[config.mk]
export PLATFORM = sky130hd
export DESIGN_NAME = win_screen_top
export DESIGN_NICKNAME = d
export VERILOG_FILES = /design/src/game_pkg.sv /design/src/pixel_colorize.sv /design/src/shape_lookup.sv /design/src/win_screen_top.sv
export VERILOG_INCLUDE_DIRS = /design/src
export SDC_FILE = /design/constraint.sdc
export NUM_CORES = 1
export LEC_CHECK = 0
export ABC_AREA = 1
export BUFFER_PORTS_ARGS = -buffer_cell sky130_fd_sc_hd__buf_2
export CAP_MARGIN = 20
export CELL_PAD_IN_SITES_DETAIL_PLACEMENT = 1
export CELL_PAD_IN_SITES_GLOBAL_PLACEMENT = 2
export CORE_MARGIN = 1
export CORE_UTILIZATION = 30
export CTS_CLUSTER_DIAMETER = 100
export CTS_CLUSTER_SIZE = 20
export DETAILED_ROUTE_END_ITERATION = 16
export PLACE_DENSITY = 0.82
export REMOVE_ABC_BUFFERS = 1
export SLEW_MARGIN = 0
export SYNTH_ARGS = -nofsm -noshare
export SYNTH_HDL_FRONTEND = slang
export SYNTH_SLANG_ARGS = --single-unit
[constraint.sdc]
create_clock -name clk -period 2.05 [get_ports clk]
set_input_delay 0.3075 -clock clk [delete_from_list [all_inputs] [get_ports clk]]
set_output_delay 0.3075 -clock clk [all_outputs]
set_load 0.05 [all_outputs]
[src/win_screen_shapes.svh]
/*
 * Rectangle table of the win screen
 * Letters of WINS in the winner colour, then the four bars
 * of the play again box outline
 */

`ifndef WIN_SCREEN_SHAPES_SVH
`define WIN_SCREEN_SHAPES_SVH

localparam int n_shapes = 21;

// Fields are v_lo, v_hi, h_lo, h_hi, class; earlier entries win
localparam game_pkg::rect_t shape_table [n_shapes] = '{
    // W
    '{11'd330, 11'd410, 11'd417, 11'd427, game_pkg::px_winner},
    '{11'd390, 11'd400, 11'd427, 11'd437, game_pkg::px_winner},
    '{11'd380, 11'd390, 11'd437, 11'd447, game_pkg::px_winner},
    '{11'd390, 11'd400, 11'd447, 11'd457, game_pkg::px_winner},
    '{11'd330, 11'd410, 11'd457, 11'd467, game_pkg::px_winner},
    // I
    '{11'd330, 11'd410, 11'd477, 11'd487, game_pkg::px_winner},
    // N
    '{11'd330, 11'd410, 11'd497, 11'd507, game_pkg::px_winner},
    '{11'd340, 11'd360, 11'd507, 11'd517, game_pkg::px_winner},
    '{11'd360, 11'd380, 11'd517, 11'd527, game_pkg::px_winner},
    '{11'd380, 11'd400, 11'd527, 11'd537, game_pkg::px_winner},
    '{11'd330, 11'd410, 11'd537, 11'd547, game_pkg::px_winner},
    // S
    '{11'd330, 11'd340, 11'd567, 11'd597, game_pkg::px_winner},
    '{11'd340, 11'd360, 11'd557, 11'd567, game_pkg::px_winner},
    '{11'd360, 11'd370, 11'd567, 11'd597, game_pkg::px_winner},
    '{11'd370, 11'd400, 11'd597, 11'd607, game_pkg::px_winner},
    '{11'd400, 11'd410, 11'd567, 11'd597, game_pkg::px_winner},
    '{11'd390, 11'd400, 11'd557, 11'd567, game_pkg::px_winner},
    // Box outline in 5 px bars
    '{11'd430, 11'd435, 11'd237, 11'd787, game_pkg::px_frame},
    '{11'd430, 11'd530, 11'd237, 11'd242, game_pkg::px_frame},
    '{11'd430, 11'd530, 11'd782, 11'd787, game_pkg::px_frame},
    '{11'd525, 11'd530, 11'd237, 11'd787, game_pkg::px_frame}
};

`endif

[src/game_pkg.sv]
/*
 * Shared definitions for the end-of-game overlay
 * Screen size, colour constants, VGA timing bundle,
 * pixel class enum and rectangle descriptor
 */

package game_pkg;

    // Visible area
    localparam int h_pixels = 1024;
    localparam int v_pixels = 768;

    localparam int coord_w = 11;
    localparam int color_w = 12;

    typedef logic [coord_w-1:0] coord_t;

    // 4 bits per channel with red in the top nibble
    typedef logic [color_w-1:0] rgb_t;

    // One pixel's worth of timing, 26 bits
    typedef struct packed {
        coord_t vcount;
        logic   vsync;
        logic   vblnk;
        coord_t hcount;
        logic   hsync;
        logic   hblnk;
    } vga_timing_t;

    // What a pixel belongs to, before it gets a colour
    typedef enum logic [1:0] {
        px_background = 2'd0,
        px_winner     = 2'd1,
        px_frame      = 2'd2
    } pixel_class_t;

    // Open rectangle with both bounds exclusive on each axis
    typedef struct packed {
        coord_t       v_lo;
        coord_t       v_hi;
        coord_t       h_lo;
        coord_t       h_hi;
        pixel_class_t cls;
    } rect_t;

    localparam rgb_t black_color = 12'h0_0_0;

    // Outline of the play again box
    localparam rgb_t frame_color = 12'h0_0_f;

    // Orange
    localparam rgb_t default_winner_color = 12'hf_8_0;

endpackage

[src/pixel_colorize.sv]
/*
 * Stage two of the overlay pipeline
 * Turns the pixel class into a 12-bit colour, blacks out
 * blanking, and registers colour with timing
 */

module pixel_colorize #(
    parameter game_pkg::rgb_t winner_color = game_pkg::default_winner_color
) (
    input  logic                   clk,
    input  logic                   rst,
    input  game_pkg::vga_timing_t  stage_timing,
    input  game_pkg::pixel_class_t stage_class,
    output game_pkg::vga_timing_t  vga_out,
    output game_pkg::rgb_t         rgb
);

    game_pkg::rgb_t rgb_nxt;

    always_comb begin
        if (stage_timing.vblnk || stage_timing.hblnk) begin
            rgb_nxt = game_pkg::black_color;
        end else begin
            case (stage_class)
                game_pkg::px_winner: rgb_nxt = winner_color;
                game_pkg::px_frame:  rgb_nxt = game_pkg::frame_color;
                default:             rgb_nxt = game_pkg::black_color;
            endcase
        end
    end

    // Timing moves along with the colour it belongs to
    always_ff @(posedge clk) begin
        if (rst) begin
            vga_out <= '0;
            rgb     <= '0;
        end else begin
            vga_out <= stage_timing;
            rgb     <= rgb_nxt;
        end
    end

endmodule

[src/shape_lookup.sv]
/*
 * Stage one of the overlay pipeline
 * Classifies each pixel as border, glyph, box outline or
 * background, and registers the class with its timing
 */

module shape_lookup (
    input  logic                   clk,
    input  logic                   rst,
    input  game_pkg::vga_timing_t  vga_in,
    output game_pkg::vga_timing_t  stage_timing,
    output game_pkg::pixel_class_t stage_class
);

    `include "win_screen_shapes.svh"

    localparam game_pkg::coord_t h_last = game_pkg::coord_t'(game_pkg::h_pixels - 1);
    localparam game_pkg::coord_t v_last = game_pkg::coord_t'(game_pkg::v_pixels - 1);

    game_pkg::pixel_class_t class_nxt;
    logic                   on_border;

    function automatic logic in_rect(
        input game_pkg::rect_t  r,
        input game_pkg::coord_t h,
        input game_pkg::coord_t v
    );
        return (v > r.v_lo) && (v < r.v_hi) && (h > r.h_lo) && (h < r.h_hi);
    endfunction

    // Outermost ring of the visible frame
    assign on_border = (vga_in.hcount == '0) || (vga_in.vcount == '0) ||
                       (vga_in.hcount == h_last) || (vga_in.vcount == v_last);

    always_comb begin
        class_nxt = game_pkg::px_background;
        if (on_border) begin
            class_nxt = game_pkg::px_winner;
        end else begin
            // Walk backwards so the lowest matching index is the last write
            for (int i = n_shapes - 1; i >= 0; i--) begin
                if (in_rect(shape_table[i], vga_in.hcount, vga_in.vcount)) begin
                    class_nxt = shape_table[i].cls;
                end
            end
        end
    end

    always_ff @(posedge clk) begin
        if (rst) begin
            stage_timing <= '0;
            stage_class  <= game_pkg::px_background;
        end else begin
            stage_timing <= vga_in;
            stage_class  <= class_nxt;
        end
    end

endmodule

[src/win_screen_top.sv]
/*
 * Win screen overlay, top level
 * Two-stage pipeline, classify then colour, 2 cycles
 * from vga_in to vga_out and rgb
 */

module win_screen_top #(
    parameter game_pkg::rgb_t winner_color = game_pkg::default_winner_color
) (
    input  logic                  clk,
    input  logic                  rst,
    input  game_pkg::vga_timing_t vga_in,
    output game_pkg::vga_timing_t vga_out,
    output game_pkg::rgb_t        rgb
);

    // Between the stages
    game_pkg::vga_timing_t  stage_timing;
    game_pkg::pixel_class_t stage_class;

    shape_lookup u_shape_lookup (
        .clk          (clk),
        .rst          (rst),
        .vga_in       (vga_in),
        .stage_timing (stage_timing),
        .stage_class  (stage_class)
    );

    pixel_colorize #(
        .winner_color (winner_color)
    ) u_pixel_colorize (
        .clk          (clk),
        .rst          (rst),
        .stage_timing (stage_timing),
        .stage_class  (stage_class),
        .vga_out      (vga_out),
        .rgb          (rgb)
    );

endmodule
# After elaboration in Yosys (flattened, before gate mapping)
# Cells that the tools add are included.
[totals] register_bits=66 latchBits=0 mem_bits_rw=0 rom_bits=0 inputBits=28 out_inout_bits=38 n_memories=0
[op_classes] addsub=0 n_mul=0 div_mod_pow=0 n_lt_le_gt_ge=50 eq_ne=4 shifts=0 muxes=23 bitwise_logic=0 reduce_logical=63
[op_table] cell="11-bit by 9-bit > comparator with 1-bit output (second input constant)" n=16
[op_table] cell="11-bit by 9-bit < comparator with 1-bit output (second input constant)" n=15
[op_table] cell="11-bit by 10-bit < comparator with 1-bit output (second input constant)" n=9
[op_table] cell="11-bit by 10-bit > comparator with 1-bit output (second input constant)" n=8
[op_table] cell="1-bit logical AND" n=55
[op_table] cell="12-bit case mux with 2 select lines" n=1
[op_table] cell="11-bit by 10-bit == test with 1-bit output (second input constant)" n=2
[op_table] cell="11-bit zero test" n=2
[op_table] cell="19-bit OR reduction" n=1
[op_table] cell="1-bit two-way mux" n=18
[op_table] cell="11-bit by 8-bit > comparator with 1-bit output (second input constant)" n=1
[op_table] cell="11-bit by 8-bit < comparator with 1-bit output (second input constant)" n=1
[op_table] cell="2-bit two-way mux" n=4
[op_table] cell="1-bit logical OR" n=4
[op_table] cell="2-bit by 1-bit == test with 1-bit output (second input constant)" n=1
[op_table] cell="2-bit == test (second input constant)" n=1
[op_table] cell="2-bit OR reduction" n=1

# Logic depth before layout (Yosys ltp)
[logic_depth] depth_word=26 ltp_mapped=15 ltp_nobuf=14

# Modules after synthesis
# From an unflattened synthesis, not the netlist that was laid out.
[hier_totals] hier_cells=523 area_unflattened_um2=3181.8
[modules_own_cells] mod="shape_lookup" instances=1 cells_per_inst=421 area_each_um2=2280.9
[modules_own_cells] mod="pixel_colorize" instances=1 cells_per_inst=102 area_each_um2=900.9

# Worst setup path after synthesis
# Ideal clock, no wire load.
[synth_timing] path_type="in2reg" start="input port vga_in[8] in the netlist's numbering" end="register u_shape_lookup.stage_class[0]" t_arrival_ns=1.381 required_ns=1.922 slack_ns=0.542 path_stages=15 n_path_buf=1 path_cell_list="buf_6 inv_2 nand2_1 nor2_2 nand2_1 nor2_2 nor2_2 nand2_1 nand2_1 nand2_1 nand2_1 nor2_1 nand2_1 nor2_1 nor2_1"
[synth_via] elab_chain_len=24
[synth_lines] element="from (decl)" line="win_screen_top.sv:12" rtl="input game_pkg::vga_timing_t vga_in,"
[synth_lines] element="11-bit by 10-bit > comparator with 1-bit output" line="shape_lookup.sv:28" rtl="return (v > r.v_lo) && (v < r.v_hi) && (h > r.h_lo) && (h < r.h_hi);"
[synth_lines] element="1-bit logical AND (2 in series)" line="shape_lookup.sv:28"
[synth_lines] element="2-bit two-way mux (3 in series)" line="shape_lookup.sv:42" rtl="if (in_rect(shape_table[i], vga_in.hcount, vga_in.vcount)) begin"
[synth_lines] element="1-bit two-way mux (17 in series)" line="shape_lookup.sv:42"
[synth_lines] element="1-bit two-way mux (*)" line="shape_lookup.sv:37" rtl="if (on_border) begin"
[synth_lines] element="to (signal assigned)" line="shape_lookup.sv:52" rtl="stage_class <= game_pkg::px_background;"
[synth_lines] element="to (signal assigned)" line="shape_lookup.sv:55" rtl="stage_class <= class_nxt;"
[synth_lines] element="to (decl)" line="shape_lookup.sv:12" rtl="output game_pkg::pixel_class_t stage_class"
# Every way passes the cells marked *; elsewhere a longest branch is shown, timed or not.
# A chain may end at the register's enable or synchronous reset.

# Worst setup path after layout
[layout_timing] start="input port vga_in[25] in the netlist's numbering" end="register u_shape_lookup.stage_class[1]"
[layout_via] elab_chain_len=8
[layout_lines] element="11-bit by 10-bit > comparator with 1-bit output or 11-bit by 10-bit < comparator with 1-bit output (tied branches)" line="shape_lookup.sv:28"
[layout_lines] element="1-bit logical AND (3 in series)" line="shape_lookup.sv:28"
[layout_lines] element="2-bit two-way mux (4 in series)" line="shape_lookup.sv:42"
# Several ways; a longest one is shown, not always the timed one.

==> results.py <==
metrics = {
    "floorplan": {
        "start_util": 0.3109,
        "die_x_um": 108.7,
        "die_height_um": 108.7,
        "die_area_um2": 11810,
        "ios": 66,
        "core-area_um2": 10980,
        "placementRows": 38,
    },
    "status": {
        "status": "complete, no violations",
    },
    "timing": {
        "setup_violations": 0,
        "relSlewSlack": 0.6484,
        "max_freq_mhz": 587.1,
        "fin_crit_sh": 0.8309,
        "drv_slew": 0,
        "setup-tns-final_ns": 0,
        "hold_violations": 0,
        "holdWs_ns": 0.2166,
        "worstMarginPinSlew_ns": 0.5273,
        "finalCriticalPeriod_ns": 1.703,
        "fin_ws_ns": 0.3467,
        "rsz0062_at_grt": "false",
        "clock-skew-final_ns": 0.01132,
    },
    "synth": {
        "netlist_area_um2": 3415,
        "synth_flop_cell": "dfxtp_1",
        "ys_types": 29,
        "seq_area_frac_synth": 0.3283,
        "synthArstFlopShare": 0,
        "avgSynthCellArea_um2": 5.847,
        "synth_edf_count": 0,
        "yosysWarnings": 0,
        "ys_ff_latch": 56,
        "syn_inst": 584,
    },
    "clock_network": {
        "hold_buffers": 0,
        "tritoncts": "done",
        "post-cts-setup-buffers": 0,
        "cts_buffers": 5,
        "clock_latency_ns": 0.30,
        "clockBufferDepth": 2,
        "clkSlewWorstSetupHoldPaths_ns": 0.08,
        "htreeDepth": 2,
        "cts_root_buf": "clkbuf_16",
        "tritoncts_num_sinks": 56,
        "ctsResizeCount": 0,
    },
    "final_layout": {
        "final_layout_size_suffix_gt1_frac": 0.1736,
        "design_area_um2": 3988,
        "utilization": 0.3631,
        "instances_no_fill": 785,
        "fin_nets": 672,
        "area_growth_pct": 16.78,
        "diodes": 0,
        "fill_cells": 1547,
    },
    "worst_setup_path": {
        "cp_data_required_time_ns": 2.25,
        "crit_fanout": 6,
        "crit_path_end_kind": "register",
        "crit_type": "in -> reg",
        "critPathLaunchType": "primary input",
        "cp.arrival_ns": 1.90,
    },
    "placement": {
        "dp_slack_ns": 0.02891,
        "place_congestion": 0.9585,
        "placed_cells": 777,
        "numPortBuffers": 62,
        "placed_cell_area_um2": 3842,
        "post-dp-hpwl_um": 9549,
    },
    "route": {
        "wl_um": 11490,
        "first_iter_violations": 206,
        "drc": 0,
        "dr.pass1.iters": 5,
        "viasPerCell": 4.701,
        "routedWlPerCell_um": 14.64,
        "final_antenna_net_count": 0,
        "routed-via-count": 3690,
    },
    "job": {
        "cap_violations": 0,
    },
    "global_routing": {
        "globalRouteOverflowTotal": 0,
        "grt_start_max_net_pins": 29,
        "grt_antenna_before_repair": 0,
        "grt.total_usage": 0.2010,
        "grt_pass1_wl_um": 18220,
        "grt_pass1_vias": 3623,
    },
    "power_and_ir_drop": {
        "p_leak_nw": 2.151,
        "combPwrFrac": 0.214,
        "power_frac_clock": 0.336,
        "switching_share": 0.3234,
        "internal_power_mw": 1.733,
        "powerDensity_nw_per_um2": 642.2,
        "p_switching_mw": 0.8282,
        "power_mw": 2.561,
        "seqPwrFrac": 0.450,
        "vdd_drop_max_v": 0.0003193,
    },
    "worst_hold_path": {
        "hold_class": "in -> reg",
    },
}
-- final cells by class --
cell class              count  area [um2]  share of cell area
clock buffers               6       128.9             0.03232
repair buffers             71       377.9             0.09476
clock inverters             2       16.27            0.004079
inverters                  93       350.3             0.08786
flip-flops and latches     56        1121              0.2811
multi-input cells         417        1818              0.4559
well taps                 140       175.2             0.04393
-- registers in the layout (all words and copies together), names as in the netlist --
signal                       flops
u_pixel_colorize.rgb             2
u_shape_lookup.stage_timing     26
u_pixel_colorize.vga_out        26
u_shape_lookup.stage_class       2
-- power by group through the flow --
stage | registers, mW | logic [mW] | clock network (mW)
2_1_floorplan | 1.27 | 0.255 | 0
3_3_place_gp | 1.18 | 0.542 | 0
3_5_place_dp | 1.18 | 0.546 | 0
4_1_cts | 1.15 | 0.548 | 0.900
5_1_grt | 1.16 | 0.605 | 0.932
6_report | 1.15 | 0.548 | 0.861
-- layout by cell type (no fill, tap or decap) --
master      synthesis  layout
o21ai_0             6       6
dfxtp_1            56      56
and2_1              1       1
nor4_1              1       1
nor3_1             10      10
clkinv_2            1       1
a211oi_1            1       1
clkbuf_16           0       5
nand2_2             5       5
nor2_2              9       9
a21oi_1             8       8
inv_1              83      83
clkinvlp_4          0       1
nand3_1            58      58
nand3_2             1       1
nor2_4              5       5
conb_1              1       3
nor2_8              1       1
nand2_1           145     145
clkinv_4            0       1
buf_4              11       9
nand4_1             8       8
o21ai_1             3       3
a21oi_2             2       2
inv_2               9       9
clkbuf_1            1       1
buf_2               1      62
nor2_1            146     146
o21ai_2             1       1
a31oi_1             3       3
-- worst max-delay path, cell delays in order --
cell and delay [ns]:
buf_2 0.13, inv_1 0.09, nand2_1 0.16, nor2_1 0.31
nand3_1 0.14, a21oi_1 0.27, nand3_1 0.12, nand2_1 0.11
inv_1 0.05, nand2_1 0.05, nor2_1 0.05, nand2_1 0.07
nor2_2 0.03
-- final timing paths --
kind                                       start  depth (start not counted)  slack, ns                              to
setup reg to reg  u_shape_lookup.stage_timing[0]                          3       1.37         u_pixel_colorize.rgb[3]
hold / removal                         vga_in[1]                          3       0.22  u_shape_lookup.stage_timing[1]
setup / recovery                      vga_in[25]                         13       0.35   u_shape_lookup.stage_class[1]
hold reg to reg   u_shape_lookup.stage_timing[4]                          2       0.40     u_pixel_colorize.vga_out[4]
-- per-layer routing --
metal / vias up / GRT usage / wire [um] / share of wire
li1: 1884 / - / - / -
met3: 11 / 0.01674 / 492 / 0.043
met4: 0 / 0.05212 / 136 / 0.012
met2: 100 / 0.3137 / 4985 / 0.43
met1: 1695 / 0.2950 / 5873 / 0.51
met5: - / 0 / 0 / 0
-- cell families after synthesis --
family / count (synthesis) / share of synthesized area
simple gates: 390 / 0.4888
buf+inv: 113 / 0.1414
flops: 56 / 0.3283
compound gates: 24 / 0.04031
other cells: 1 / 0.001098
-- cells in the mapped netlist (2+ instances only) --
| cell | instances | area, um2 |
|---|---|---|
| nor3_1 | 10 | 50.05 |
| a31oi_1 | 3 | 18.77 |
| o21ai_1 | 3 | 15.01 |
| inv_2 | 9 | 33.78 |
| buf_4 | 11 | 82.58 |
| o21ai_0 | 6 | 30.03 |
| nor2_4 | 5 | 56.30 |
| nand2_2 | 5 | 31.28 |
| nand4_1 | 8 | 50.05 |
| nand3_1 | 58 | 290.3 |
| nor2_2 | 9 | 56.30 |
| inv_1 | 83 | 311.6 |
| buf_6 | 2 | 22.52 |
| buf_1 | 5 | 18.77 |
| a21oi_1 | 8 | 40.04 |
| dfxtp_1 | 56 | 1121 |
| a21oi_2 | 2 | 17.52 |
| nor2_1 | 146 | 548.0 |
| nand2_1 | 145 | 544.3 |
Power figures use the tool's default switching activity.
